===== src/ctrlPkg.sv =====
package ctrlPkg;

	typedef logic [31:0] instrT;

	// Instruction field positions
	localparam int OPC_MSB = 6;
	localparam int OPC_LSB = 0;
	localparam int F3_MSB  = 14;
	localparam int F3_LSB  = 12;
	localparam int F7_MSB  = 31;
	localparam int F7_LSB  = 25;
	localparam int RS2_MSB = 24;
	localparam int RS2_LSB = 20;

	localparam logic [6:0] OPC_LOAD   = 7'b0000011;
	localparam logic [6:0] OPC_OPIMM  = 7'b0010011;
	localparam logic [6:0] OPC_AUIPC  = 7'b0010111;
	localparam logic [6:0] OPC_STORE  = 7'b0100011;
	localparam logic [6:0] OPC_RTYPE  = 7'b0110011;
	localparam logic [6:0] OPC_LUI    = 7'b0110111;
	localparam logic [6:0] OPC_BRANCH = 7'b1100011;
	localparam logic [6:0] OPC_JALR   = 7'b1100111;
	localparam logic [6:0] OPC_JAL    = 7'b1101111;
	localparam logic [6:0] OPC_FRTYPE = 7'b1010011; // All FP R-type
	localparam logic [6:0] OPC_FLOAD  = 7'b0000111;
	localparam logic [6:0] OPC_FSTORE = 7'b0100111;

	localparam logic [2:0] FUNCT3_ADD  = 3'b000; // Also SUB
	localparam logic [2:0] FUNCT3_SLL  = 3'b001;
	localparam logic [2:0] FUNCT3_SLT  = 3'b010;
	localparam logic [2:0] FUNCT3_SLTU = 3'b011;
	localparam logic [2:0] FUNCT3_XOR  = 3'b100;
	localparam logic [2:0] FUNCT3_SRL  = 3'b101; // Also SRA
	localparam logic [2:0] FUNCT3_OR   = 3'b110;
	localparam logic [2:0] FUNCT3_AND  = 3'b111;

	localparam logic [2:0] FUNCT3_MUL    = 3'b000;
	localparam logic [2:0] FUNCT3_MULH   = 3'b001;
	localparam logic [2:0] FUNCT3_MULHSU = 3'b010;
	localparam logic [2:0] FUNCT3_MULHU  = 3'b011;
	localparam logic [2:0] FUNCT3_DIV    = 3'b100;
	localparam logic [2:0] FUNCT3_DIVU   = 3'b101;
	localparam logic [2:0] FUNCT3_REM    = 3'b110;
	localparam logic [2:0] FUNCT3_REMU   = 3'b111;

	localparam logic [6:0] FUNCT7_ADD    = 7'b0000000;
	localparam logic [6:0] FUNCT7_SUB    = 7'b0100000; // SUB and SRA
	localparam logic [6:0] FUNCT7_MULDIV = 7'b0000001;

	localparam logic [6:0] FUNCT7_FADD    = 7'b0000000;
	localparam logic [6:0] FUNCT7_FSUB    = 7'b0000100;
	localparam logic [6:0] FUNCT7_FMUL    = 7'b0001000;
	localparam logic [6:0] FUNCT7_FDIV    = 7'b0001100;
	localparam logic [6:0] FUNCT7_FSQRT   = 7'b0101100;
	localparam logic [6:0] FUNCT7_FSGNJ   = 7'b0010000;
	localparam logic [6:0] FUNCT7_FMINMAX = 7'b0010100;
	localparam logic [6:0] FUNCT7_FCMP    = 7'b1010000;
	localparam logic [6:0] FUNCT7_FCVT_WS = 7'b1100000; // Float to int
	localparam logic [6:0] FUNCT7_FCVT_SW = 7'b1101000; // Int to float
	localparam logic [6:0] FUNCT7_FMV_XS  = 7'b1110000;
	localparam logic [6:0] FUNCT7_FMV_SX  = 7'b1111000;

	localparam logic [2:0] FUNCT3_FSGNJ  = 3'b000;
	localparam logic [2:0] FUNCT3_FSGNJN = 3'b001;
	localparam logic [2:0] FUNCT3_FSGNJX = 3'b010;
	localparam logic [2:0] FUNCT3_FMIN   = 3'b000;
	localparam logic [2:0] FUNCT3_FMAX   = 3'b001;
	localparam logic [2:0] FUNCT3_FLE    = 3'b000;
	localparam logic [2:0] FUNCT3_FLT    = 3'b001;
	localparam logic [2:0] FUNCT3_FEQ    = 3'b010;

	localparam logic [4:0] RS2_FCVT_W  = 5'b00000; // Signed word
	localparam logic [4:0] RS2_FCVT_WU = 5'b00001; // Unsigned word

	typedef enum logic [4:0] {
		OPNULL = 5'd0, OPADD, OPSUB, OPSLL, OPSLT, OPSLTU, OPXOR, OPSRL, OPSRA,
		OPOR, OPAND, OPLUI, OPMUL, OPMULH, OPMULHSU, OPMULHU, OPDIV, OPDIVU,
		OPREM, OPREMU
	} aluOpT;

	typedef enum logic [4:0] {
		FOPNULL = 5'd0, FOPADD, FOPSUB, FOPMUL, FOPDIV, FOPSQRT, FOPMV, FOPSGNJ,
		FOPSGNJN, FOPSGNJX, FOPMAX, FOPMIN, FOPCEQ, FOPCLE, FOPCLT, FOPCVTSW,
		FOPCVTSWU, FOPCVTWS, FOPCVTWUS
	} fpuOpT;

	typedef enum logic [1:0] {
		M2R_ALU = 2'b00,
		M2R_PC4 = 2'b01,
		M2R_MEM = 2'b10
	} mem2RegT;

	typedef enum logic [1:0] {
		PC_PLUS4  = 2'b00,
		PC_BRANCH = 2'b01,
		PC_JAL    = 2'b10,
		PC_JALR   = 2'b11
	} origPcT;

	typedef struct packed {
		logic    origAluA;     // ALU A from PC
		logic    origAluB;     // ALU B from immediate
		logic    regWrite;
		logic    memWrite;
		logic    memRead;
		mem2RegT mem2Reg;
		origPcT  origPc;
		aluOpT   aluControl;
		logic    fRegWrite;
		fpuOpT   fpAluControl;
		logic    origAFpAlu;   // FPU A from FP file
		logic    fpAlu2Reg;    // Int write from FPU result
		logic    fWriteData;   // FP write from memory
		logic    write2Mem;    // Store data from FP file
		logic    fpStart;
	} ctrlWordT;

endpackage


===== src/pipeStage.sv =====
`timescale 1ns/10ps

module pipeStage
#(
	parameter type payloadT = logic [31:0]
)
(
	input  logic    clk,
	input  logic    rstN,
	input  logic    inValid,
	output logic    inReady,
	input  payloadT inData,
	output logic    outValid,
	input  logic    outReady,
	output payloadT outData
);

	logic    full;
	payloadT data;

	assign inReady  = !full || outReady; // Empty or draining this cycle
	assign outValid = full;
	assign outData  = data;

	always_ff @(posedge clk)
	begin
		if (!rstN)
			full <= 1'b0;
		else if (inValid && inReady)
			full <= 1'b1; // Refill, possibly while draining
		else if (outReady)
			full <= 1'b0;
	end

	always_ff @(posedge clk)
	begin
		if (inValid && inReady)
			data <= inData;
	end

endmodule


===== src/fpuDecoder.sv =====
`timescale 1ns/10ps

module fpuDecoder
(
	input  ctrlPkg::instrT    instr,
	output ctrlPkg::ctrlWordT ctrl,
	output logic              isFp
);

	logic [6:0]     opcode;
	logic [2:0]     funct3;
	logic [6:0]     funct7;
	logic [4:0]     rs2;
	ctrlPkg::fpuOpT fpOp;
	logic           toInt;  // Result goes to the integer file
	logic           intSrc; // rs1 comes from the integer file

	assign opcode = instr[ctrlPkg::OPC_MSB:ctrlPkg::OPC_LSB];
	assign funct3 = instr[ctrlPkg::F3_MSB:ctrlPkg::F3_LSB];
	assign funct7 = instr[ctrlPkg::F7_MSB:ctrlPkg::F7_LSB];
	assign rs2    = instr[ctrlPkg::RS2_MSB:ctrlPkg::RS2_LSB];

	assign isFp = (opcode == ctrlPkg::OPC_FRTYPE) || (opcode == ctrlPkg::OPC_FLOAD) ||
		(opcode == ctrlPkg::OPC_FSTORE);

	always_comb
	begin
		ctrl   = '0;
		fpOp   = ctrlPkg::FOPNULL;
		toInt  = 1'b0;
		intSrc = 1'b0;
		case (opcode)
			ctrlPkg::OPC_FRTYPE:
			begin
				case (funct7)
					ctrlPkg::FUNCT7_FADD:  fpOp = ctrlPkg::FOPADD;
					ctrlPkg::FUNCT7_FSUB:  fpOp = ctrlPkg::FOPSUB;
					ctrlPkg::FUNCT7_FMUL:  fpOp = ctrlPkg::FOPMUL;
					ctrlPkg::FUNCT7_FDIV:  fpOp = ctrlPkg::FOPDIV;
					ctrlPkg::FUNCT7_FSQRT: fpOp = ctrlPkg::FOPSQRT; // rs2 ignored
					ctrlPkg::FUNCT7_FMV_SX:
					begin
						fpOp   = ctrlPkg::FOPMV;
						intSrc = 1'b1;
					end
					ctrlPkg::FUNCT7_FMV_XS:
					begin
						fpOp  = ctrlPkg::FOPMV;
						toInt = 1'b1;
					end
					ctrlPkg::FUNCT7_FSGNJ:
						case (funct3)
							ctrlPkg::FUNCT3_FSGNJ:  fpOp = ctrlPkg::FOPSGNJ;
							ctrlPkg::FUNCT3_FSGNJN: fpOp = ctrlPkg::FOPSGNJN;
							ctrlPkg::FUNCT3_FSGNJX: fpOp = ctrlPkg::FOPSGNJX;
							default:                fpOp = ctrlPkg::FOPNULL;
						endcase
					ctrlPkg::FUNCT7_FMINMAX:
						case (funct3)
							ctrlPkg::FUNCT3_FMIN: fpOp = ctrlPkg::FOPMIN;
							ctrlPkg::FUNCT3_FMAX: fpOp = ctrlPkg::FOPMAX;
							default:              fpOp = ctrlPkg::FOPNULL;
						endcase
					ctrlPkg::FUNCT7_FCMP:
					begin
						toInt = 1'b1;
						case (funct3)
							ctrlPkg::FUNCT3_FEQ: fpOp = ctrlPkg::FOPCEQ;
							ctrlPkg::FUNCT3_FLE: fpOp = ctrlPkg::FOPCLE;
							ctrlPkg::FUNCT3_FLT: fpOp = ctrlPkg::FOPCLT;
							default:             fpOp = ctrlPkg::FOPNULL;
						endcase
					end
					ctrlPkg::FUNCT7_FCVT_SW:
					begin
						intSrc = 1'b1;
						if (rs2 == ctrlPkg::RS2_FCVT_W)
							fpOp = ctrlPkg::FOPCVTSW;
						else if (rs2 == ctrlPkg::RS2_FCVT_WU)
							fpOp = ctrlPkg::FOPCVTSWU;
					end
					ctrlPkg::FUNCT7_FCVT_WS:
					begin
						toInt = 1'b1;
						if (rs2 == ctrlPkg::RS2_FCVT_W)
							fpOp = ctrlPkg::FOPCVTWS;
						else if (rs2 == ctrlPkg::RS2_FCVT_WU)
							fpOp = ctrlPkg::FOPCVTWUS;
					end
					default: fpOp = ctrlPkg::FOPNULL;
				endcase
				// Unmatched sub-encodings leave the word all zero
				if (fpOp != ctrlPkg::FOPNULL)
				begin
					ctrl.regWrite     = toInt;
					ctrl.fpAlu2Reg    = toInt;
					ctrl.fRegWrite    = !toInt;
					ctrl.origAFpAlu   = !intSrc;
					ctrl.fpAluControl = fpOp;
					ctrl.fpStart      = 1'b1;
				end
			end
			ctrlPkg::OPC_FLOAD:
			begin
				ctrl.origAluB   = 1'b1;
				ctrl.memRead    = 1'b1;
				ctrl.mem2Reg    = ctrlPkg::M2R_MEM;
				ctrl.aluControl = ctrlPkg::OPADD; // Address calc
				ctrl.fRegWrite  = 1'b1;
				ctrl.fWriteData = 1'b1;
			end
			ctrlPkg::OPC_FSTORE:
			begin
				ctrl.origAluB   = 1'b1;
				ctrl.memWrite   = 1'b1;
				ctrl.aluControl = ctrlPkg::OPADD;
				ctrl.write2Mem  = 1'b1;
			end
			default: ctrl = '0;
		endcase
	end

endmodule


===== src/controlDecoder.sv =====
`timescale 1ns/10ps

module controlDecoder
(
	input  ctrlPkg::instrT    instr,
	output ctrlPkg::ctrlWordT ctrl
);

	logic [6:0]        opcode;
	logic [2:0]        funct3;
	logic [6:0]        funct7;
	ctrlPkg::aluOpT    baseOp; // Shared OP-IMM / R-type op
	ctrlPkg::aluOpT    mulOp;
	ctrlPkg::ctrlWordT intCtrl;
	ctrlPkg::ctrlWordT fpCtrl;
	logic              isFp;

	assign opcode = instr[ctrlPkg::OPC_MSB:ctrlPkg::OPC_LSB];
	assign funct3 = instr[ctrlPkg::F3_MSB:ctrlPkg::F3_LSB];
	assign funct7 = instr[ctrlPkg::F7_MSB:ctrlPkg::F7_LSB];

	fpuDecoder i_fpuDecoder
	(
		.instr (instr),
		.ctrl  (fpCtrl),
		.isFp  (isFp)
	);

	always_comb
	begin
		baseOp = ctrlPkg::OPNULL;
		case (funct3)
			ctrlPkg::FUNCT3_ADD:  baseOp = ctrlPkg::OPADD;
			ctrlPkg::FUNCT3_SLL:  baseOp = ctrlPkg::OPSLL;
			ctrlPkg::FUNCT3_SLT:  baseOp = ctrlPkg::OPSLT;
			ctrlPkg::FUNCT3_SLTU: baseOp = ctrlPkg::OPSLTU;
			ctrlPkg::FUNCT3_XOR:  baseOp = ctrlPkg::OPXOR;
			ctrlPkg::FUNCT3_SRL:
				baseOp = (funct7 == ctrlPkg::FUNCT7_SUB) ? ctrlPkg::OPSRA : ctrlPkg::OPSRL;
			ctrlPkg::FUNCT3_OR:   baseOp = ctrlPkg::OPOR;
			ctrlPkg::FUNCT3_AND:  baseOp = ctrlPkg::OPAND;
			default:              baseOp = ctrlPkg::OPNULL;
		endcase
	end

	always_comb
	begin
		mulOp = ctrlPkg::OPNULL;
		case (funct3)
			ctrlPkg::FUNCT3_MUL:    mulOp = ctrlPkg::OPMUL;
			ctrlPkg::FUNCT3_MULH:   mulOp = ctrlPkg::OPMULH;
			ctrlPkg::FUNCT3_MULHSU: mulOp = ctrlPkg::OPMULHSU;
			ctrlPkg::FUNCT3_MULHU:  mulOp = ctrlPkg::OPMULHU;
			ctrlPkg::FUNCT3_DIV:    mulOp = ctrlPkg::OPDIV;
			ctrlPkg::FUNCT3_DIVU:   mulOp = ctrlPkg::OPDIVU;
			ctrlPkg::FUNCT3_REM:    mulOp = ctrlPkg::OPREM;
			ctrlPkg::FUNCT3_REMU:   mulOp = ctrlPkg::OPREMU;
			default:                mulOp = ctrlPkg::OPNULL;
		endcase
	end

	// Every legal integer op has a non-null ALU code
	always_comb
	begin
		intCtrl = '0;
		case (opcode)
			ctrlPkg::OPC_LOAD:
			begin
				intCtrl.origAluB   = 1'b1;
				intCtrl.regWrite   = 1'b1;
				intCtrl.memRead    = 1'b1;
				intCtrl.mem2Reg    = ctrlPkg::M2R_MEM;
				intCtrl.aluControl = ctrlPkg::OPADD;
			end
			ctrlPkg::OPC_OPIMM:
			begin
				intCtrl.origAluB   = 1'b1;
				intCtrl.regWrite   = 1'b1;
				intCtrl.aluControl = baseOp;
			end
			ctrlPkg::OPC_AUIPC:
			begin
				intCtrl.origAluA   = 1'b1;
				intCtrl.origAluB   = 1'b1;
				intCtrl.regWrite   = 1'b1;
				intCtrl.aluControl = ctrlPkg::OPADD;
			end
			ctrlPkg::OPC_STORE:
			begin
				intCtrl.origAluB   = 1'b1;
				intCtrl.memWrite   = 1'b1;
				intCtrl.aluControl = ctrlPkg::OPADD;
			end
			ctrlPkg::OPC_RTYPE:
			begin
				intCtrl.regWrite = 1'b1;
				if (funct7 == ctrlPkg::FUNCT7_ADD)
					intCtrl.aluControl = baseOp;
				else if (funct7 == ctrlPkg::FUNCT7_SUB)
					intCtrl.aluControl = (funct3 == ctrlPkg::FUNCT3_ADD) ? ctrlPkg::OPSUB : baseOp;
				else if (funct7 == ctrlPkg::FUNCT7_MULDIV)
					intCtrl.aluControl = mulOp;
			end
			ctrlPkg::OPC_LUI:
			begin
				intCtrl.origAluB   = 1'b1;
				intCtrl.regWrite   = 1'b1;
				intCtrl.aluControl = ctrlPkg::OPLUI;
			end
			ctrlPkg::OPC_BRANCH:
			begin
				intCtrl.origPc     = ctrlPkg::PC_BRANCH;
				intCtrl.aluControl = ctrlPkg::OPADD;
			end
			ctrlPkg::OPC_JALR:
			begin
				intCtrl.regWrite   = 1'b1;
				intCtrl.mem2Reg    = ctrlPkg::M2R_PC4; // Link address
				intCtrl.origPc     = ctrlPkg::PC_JALR;
				intCtrl.aluControl = ctrlPkg::OPADD;
			end
			ctrlPkg::OPC_JAL:
			begin
				intCtrl.regWrite   = 1'b1;
				intCtrl.mem2Reg    = ctrlPkg::M2R_PC4;
				intCtrl.origPc     = ctrlPkg::PC_JAL;
				intCtrl.aluControl = ctrlPkg::OPADD;
			end
			default: intCtrl = '0;
		endcase
		if (intCtrl.aluControl == ctrlPkg::OPNULL)
			intCtrl = '0; // Bad funct7 in R-type
	end

	assign ctrl = isFp ? fpCtrl : intCtrl;

endmodule


===== src/ctrlDecodeTop.sv =====
`timescale 1ns/10ps

module ctrlDecodeTop
(
	input  logic              clk,
	input  logic              rstN,
	input  logic              instrValid,
	output logic              instrReady,
	input  ctrlPkg::instrT    instr,
	output logic              ctrlValid,
	input  logic              ctrlReady,
	output ctrlPkg::ctrlWordT ctrl
);

	logic              midValid;  // Input stage to output stage
	logic              midReady;
	ctrlPkg::instrT    heldInstr;
	ctrlPkg::ctrlWordT decoded;

	pipeStage #(.payloadT(ctrlPkg::instrT)) i_inStage
	(
		.clk      (clk),
		.rstN     (rstN),
		.inValid  (instrValid),
		.inReady  (instrReady),
		.inData   (instr),
		.outValid (midValid),
		.outReady (midReady),
		.outData  (heldInstr)
	);

	controlDecoder i_controlDecoder
	(
		.instr (heldInstr),
		.ctrl  (decoded)
	);

	pipeStage #(.payloadT(ctrlPkg::ctrlWordT)) i_outStage
	(
		.clk      (clk),
		.rstN     (rstN),
		.inValid  (midValid),
		.inReady  (midReady),
		.inData   (decoded),
		.outValid (ctrlValid),
		.outReady (ctrlReady),
		.outData  (ctrl)
	);

endmodule


===== config.mk =====
export PLATFORM = sky130hd
export DESIGN_NAME = ctrlDecodeTop
export DESIGN_NICKNAME = d
export VERILOG_FILES = /design/src/ctrlPkg.sv /design/src/pipeStage.sv /design/src/fpuDecoder.sv /design/src/controlDecoder.sv /design/src/ctrlDecodeTop.sv
export SDC_FILE = /design/constraint.sdc
export NUM_CORES = 1
export LEC_CHECK = 0
export BUFFER_PORTS_ARGS = -buffer_cell sky130_fd_sc_hd__buf_2
export CORE_UTILIZATION = 40
export DETAILED_ROUTE_END_ITERATION = 6
export GPL_ROUTABILITY_DRIVEN = 0
export HOLD_SLACK_MARGIN = 0.05
export MAX_ROUTING_LAYER = met4
export REMOVE_ABC_BUFFERS = 1
export SETUP_SLACK_MARGIN = 0.5
export SYNTH_ARGS = -nofsm -noshare
export SYNTH_HDL_FRONTEND = slang
export SYNTH_HIERARCHICAL = 1
export SYNTH_SLANG_ARGS = --single-unit

===== constraint.sdc =====
create_clock -name clk -period 6.1 [get_ports clk]
set_clock_uncertainty 0.05 [all_clocks]
set_input_delay 1.22 -clock clk [delete_from_list [all_inputs] [get_ports clk]]
set_output_delay 1.22 -clock clk [all_outputs]
set_load 0.02 [all_outputs]

; ---- Word level (Yosys, flattened, before mapping)
; Memories as Yosys holds them, arrays and structs flattened. A register that Yosys moved wholly into a read port is not among the register bits.
; Cells that the tools add are included.
[word_totals]
elab_cells = 124
memories = 1
input_bits = 36
regBits = 59
romBits = 40
[op_classes]
reduce_logical = 26
muxes = 46
n_eq_ne = 33
[memory_table]
columns = name, words, word_bits, read_ports, rd_ports_with_merged_regs, write_ports, line
row1 = (no name shown), 8, 5, 1, 1, 0, controlDecoder.sv:49  ; case (funct3)
[op_table]
columns = operator, n
row1 = "equality test 7 bit, second input constant", 9
row2 = one-hot mux 5 bit (11 select lines), 1
row3 = two-way mux 24 bit, 2
row4 = two-way mux 5 bit, 9
row5 = "equality test 7 x 6 -> 1 bit, second input constant", 6
row6 = one-hot mux 5 bit (8 select lines), 1
row7 = "equality test 7 x 5 -> 1 bit, second input constant", 4
row8 = one-hot mux 4 bit (3 select lines), 2
row9 = two-way mux 1 bit, 21
row10 = one-hot mux 5 bit (4 select lines), 1
row11 = "equality test 7 x 3 -> 1 bit, second input constant", 2
row12 = "equality test 7 x 4 -> 1 bit, second input constant", 2
row13 = "equality test 3 bit, second input constant", 4
row14 = zero test 5 bit, 2
row15 = OR reduction 2 bit, 5
row16 = two-way mux 8 bit, 1
row17 = one-hot mux 4 bit (2 select lines), 1
row18 = "equality test 7 x 1 -> 1 bit, second input constant", 1
row19 = "equality test 7 x 2 -> 1 bit, second input constant", 1
row20 = zero test 7 bit, 1
row21 = two-way mux 7 bit, 1
row22 = OR reduction 7 bit, 1
row23 = "equality test 3 x 2 -> 1 bit, second input constant", 2
row24 = two-way mux 3 bit, 2
row25 = 15 further kinds, 23

; ---- Longest topological paths before layout
[logic_depth]
word_depth = 10
ltp_mapped = 10
mapped_depth_nobuf = 8

; ---- Cells and area by module
; The synthesis kept the hierarchy.
[by_module_without_submodules]
columns = module, seq_area_each_um2, area_each_um2, cells_per_inst, instances
row1 = pipeStage at i_inStage, 980.9, 1018.5, 37, 1
row2 = pipeStage at i_outStage, 770.7, 808.3, 30, 1
row3 = controlDecoder, 0.0, 669.4, 107, 1
row4 = fpuDecoder, 0.0, 534.3, 81, 1

; ---- Worst setup path after synthesis
; No wires, ideal clock.
[synth_timing]
path_type = input port to output port
start = input port ctrlReady
end = output port instrReady
slack_ns = 3.304
t_required_ns = 4.830
arrival_time_ns = 1.526
cell_stages = 2
path_buffers = 0
path_cell_list = nand2b_4 > nand2b_4
[synth_between]
elab_chain_len = 2
[synth_lines]
columns = item, line
row1 = from (decl), ctrlDecodeTop.sv:11  ; input logic ctrlReady,
row2 = logical OR 1 bit (2 in series), pipeStage.sv:21  ; assign inReady = !full || outReady;
row3 = to (decl), ctrlDecodeTop.sv:8  ; output logic instrReady,
; No other way between the ends.

; ---- Final worst setup path
[layout_timing]
start = input port ctrlReady
end = output port instrReady
[layout_between]
elab_chain_len = 2
[layout_lines]
columns = item, line
row1 = logical OR 1 bit, pipeStage.sv:21
row2 = via midReady, ctrlDecodeTop.sv:16  ; logic midReady;
row3 = logical OR 1 bit, pipeStage.sv:21
; The timed path passes the listed nets, and every way through them passes these cells.

==> results.rst <==
.. list-table::
   :header-rows: 1

   * - Metric
     - Value
   * - Fraction of layout cells with a size suffix above 1
     - 26.5%
   * - Max frequency
     - 330 MHz
   * - Area of the die
     - 0.00716 mm^2
   * - Hold violation count in the final report
     - 0
   * - Relative slew margins
     - 37.6%
   * - Crit share post-route
     - 49.7%
   * - RSZ-0062 raised after global routing
     - false
   * - Mean area per synthesized cell
     - 11.1 um^2
   * - Total stage count of the critical path
     - 4
   * - Total global routing overflow
     - 0
   * - Number of port buffers
     - 52
   * - Wire length of the first global-routing pass
     - 8560 um
   * - Static leakage
     - 1.16 nW
   * - Deepest clock path buffer count
     - 2
   * - Period minus WS final
     - 3030 ps
   * - R2r setup slk
     - 3350 ps
   * - Hold Path Class
     - reg -> reg
   * - Number of ports placed on the die boundary
     - 63
   * - Routed wire length per instance
     - 13.9 um
   * - Sinks on Clock Net
     - 49
   * - Kind of critical path
     - in -> out
   * - Placed wire-length estimate after detailed placement
     - 3590 um
   * - Reg2Reg Depth
     - 8
   * - Worst-Skew Late Latency
     - 300 ps
   * - Core footprint
     - 0.00646 mm^2
   * - H-Tree Depth
     - 2
   * - Critical Path Start
     - ctrlReady
   * - Reg-to-Reg End
     - i_outStage/outData[22]$_DFFE_PP_
   * - Standard-cell rows
     - 29
   * - Clock tree from TritonCTS
     - done
   * - Vertical die dimension
     - 84.6 um
   * - DRC viols
     - 0
   * - Maximum number of pins on one net before global-route repair
     - 35
   * - Cell with the biggest individual delay on the critical path
     - buf_2
   * - Clock-pin transition on the worst setup and hold timing paths
     - 80 ps
   * - Post-synthesis instance total
     - 245
   * - Total routing usage reported by global routing
     - 15.8%
   * - Cell Pwr Density
     - 218 mW/mm^2
   * - Detailed router's first-iteration violation count
     - 119
   * - Run status
     - completed
   * - Data required time at the worst endpoint
     - 4830 ps
   * - Initial cell density of the core
     - 42.3%
   * - Buffer and inverter count on the worst path
     - 2
   * - Filler cell count in the final layout
     - 608
   * - Top delay family on crit path
     - simple AND/OR/NAND/NOR gates
   * - Layout overhead on the synthesized area
     - 12.4%
   * - Layout Cell Area excl Fill
     - 0.00307 mm^2
   * - Post-CTS setup repair buffer count
     - 0
   * - Vias in the first global route
     - 1,831
   * - Antenna-violating nets left
     - 0
   * - Combined area of all synthesized cells
     - 0.00273 mm^2
   * - Reported max-cap violation count
     - 0
   * - Setup TNS Final
     - 0 ps
   * - Category of the worst setup path capture point
     - output pin
   * - Initial antenna violation count
     - 0
   * - Via count
     - 1,931
   * - Worst path max stage delay
     - 160 ps
   * - Maximum fanout along the worst path
     - 3
   * - Overall power of the completed layout
     - 0.668 mW
   * - Most used cells in the layout excluding fill and tap cells
     - buf_2, edfxtp_1, nand2_1, nor2_1, and2_1
   * - Synthesis warning total
     - 6
   * - Most common cell after layout, fill and taps aside
     - buf_2
   * - Worst Setup EP
     - instrReady
   * - Antenna diode count
     - 0
   * - Library cell used as clock root buffer
     - clkbuf_8
   * - Least-Margin Pin Slew
     - 933 ps
   * - Number of nets in the final layout
     - 326
   * - Detail-routed via count per cell
     - 5.25
   * - Horizontal extent of the die
     - 84.6 um
   * - Peak ir drop on the vdd network
     - 0.113 mV
   * - Number of clock buffers inserted by TritonCTS
     - 5
   * - Total of cells resized after clock tree synthesis
     - 0
   * - Final number of setup-violating endpoints
     - 0
   * - Wirelength, routed
     - 5110 um
   * - Number of buffers inserted for hold repair after clock tree synthesis
     - 0
   * - Number of optimization iterations in the first detailed-route pass
     - 6
   * - Data arrival time at the worst-slack endpoint
     - 1760 ps
   * - Worst R2R Start
     - i_inStage/outData[30]$_DFFE_PP_
   * - Critical path cell sequence
     - buf_2 > nand2b_4 > nand2b_4 > buf_2
   * - Startpoint type of the worst setup path
     - primary input
   * - Placed Instance Area
     - 0.00298 mm^2
   * - Worst hold path depth
     - 2
   * - Count of final max-slew check failures
     - 0
==> metrics by stage <==
step	instances	hold WS [ps]	utilization, %	worst slack [ps]
floorplan	231	430	-	3300
global placement	360	438	46.1	3080
detailed placement	360	447	46.1	3060
CTS	368	459	47.5	3060
global route	368	486	47.5	3050
finish	368	456	47.5	3070
==> flip-flops by register name, indices dropped and copies added, names as in the netlist <==
signal	flops
i_outStage/outData	25
i_inStage/outData	22
i_inStage/outValid	1
i_outStage/outValid	1
==> worst min-delay path, stage by stage (launching register included) <==
cell and delay [ps]:
dfxtp_1 340, nand2b_4 80, a21boi_2 50
==> metal layers <==
layer / up-vias / wire (um) / global-route usage, %
met4: 0 / 63 / 6.32
met5: - / 0 / -
met3: 6 / 272 / 3.93
met2: 61 / 2370 / 24.3
li1: 984 / - / -
met1: 880 / 2410 / 19.9
==> power breakdown <==
part	switching, mW	internal, mW
clock	0.103	0.0926
combinational	0.0378	0.0266
sequential	0.0206	0.388
total	0.161	0.507
==> layout make-up <==
| class | instances | area [um^2] | share of cell area, % |
|---|---|---|---|
| flip-flops and latches | 49 | 1450 | 47.3 |
| well taps | 77 | 96.3 | 3.14 |
| inverters | 8 | 30.0 | 0.979 |
| repair buffers | 52 | 260 | 8.48 |
| multi-input cells | 174 | 1140 | 37.2 |
| clock buffers | 8 | 90.1 | 2.94 |
==> how the worst min path moves through the flow <==
stage,endpoint,slack (ps),start
6_report,i_outStage/outValid$_SDFFE_PN0P_,460,i_outStage/outValid$_SDFFE_PN0P_
5_1_grt,i_outStage/outValid$_SDFFE_PN0P_,490,i_outStage/outValid$_SDFFE_PN0P_
4_1_cts,i_outStage/outValid$_SDFFE_PN0P_,460,i_outStage/outValid$_SDFFE_PN0P_
3_5_place_dp,i_outStage/outValid$_SDFFE_PN0P_,450,i_outStage/outValid$_SDFFE_PN0P_
3_3_place_gp,i_outStage/outValid$_SDFFE_PN0P_,440,i_inStage/outValid$_SDFFE_PN0P_
2_1_floorplan,i_outStage/outValid$_SDFFE_PN0P_,430,i_inStage/outValid$_SDFFE_PN0P_
Note: power is estimated with default switching activity, not from simulation.
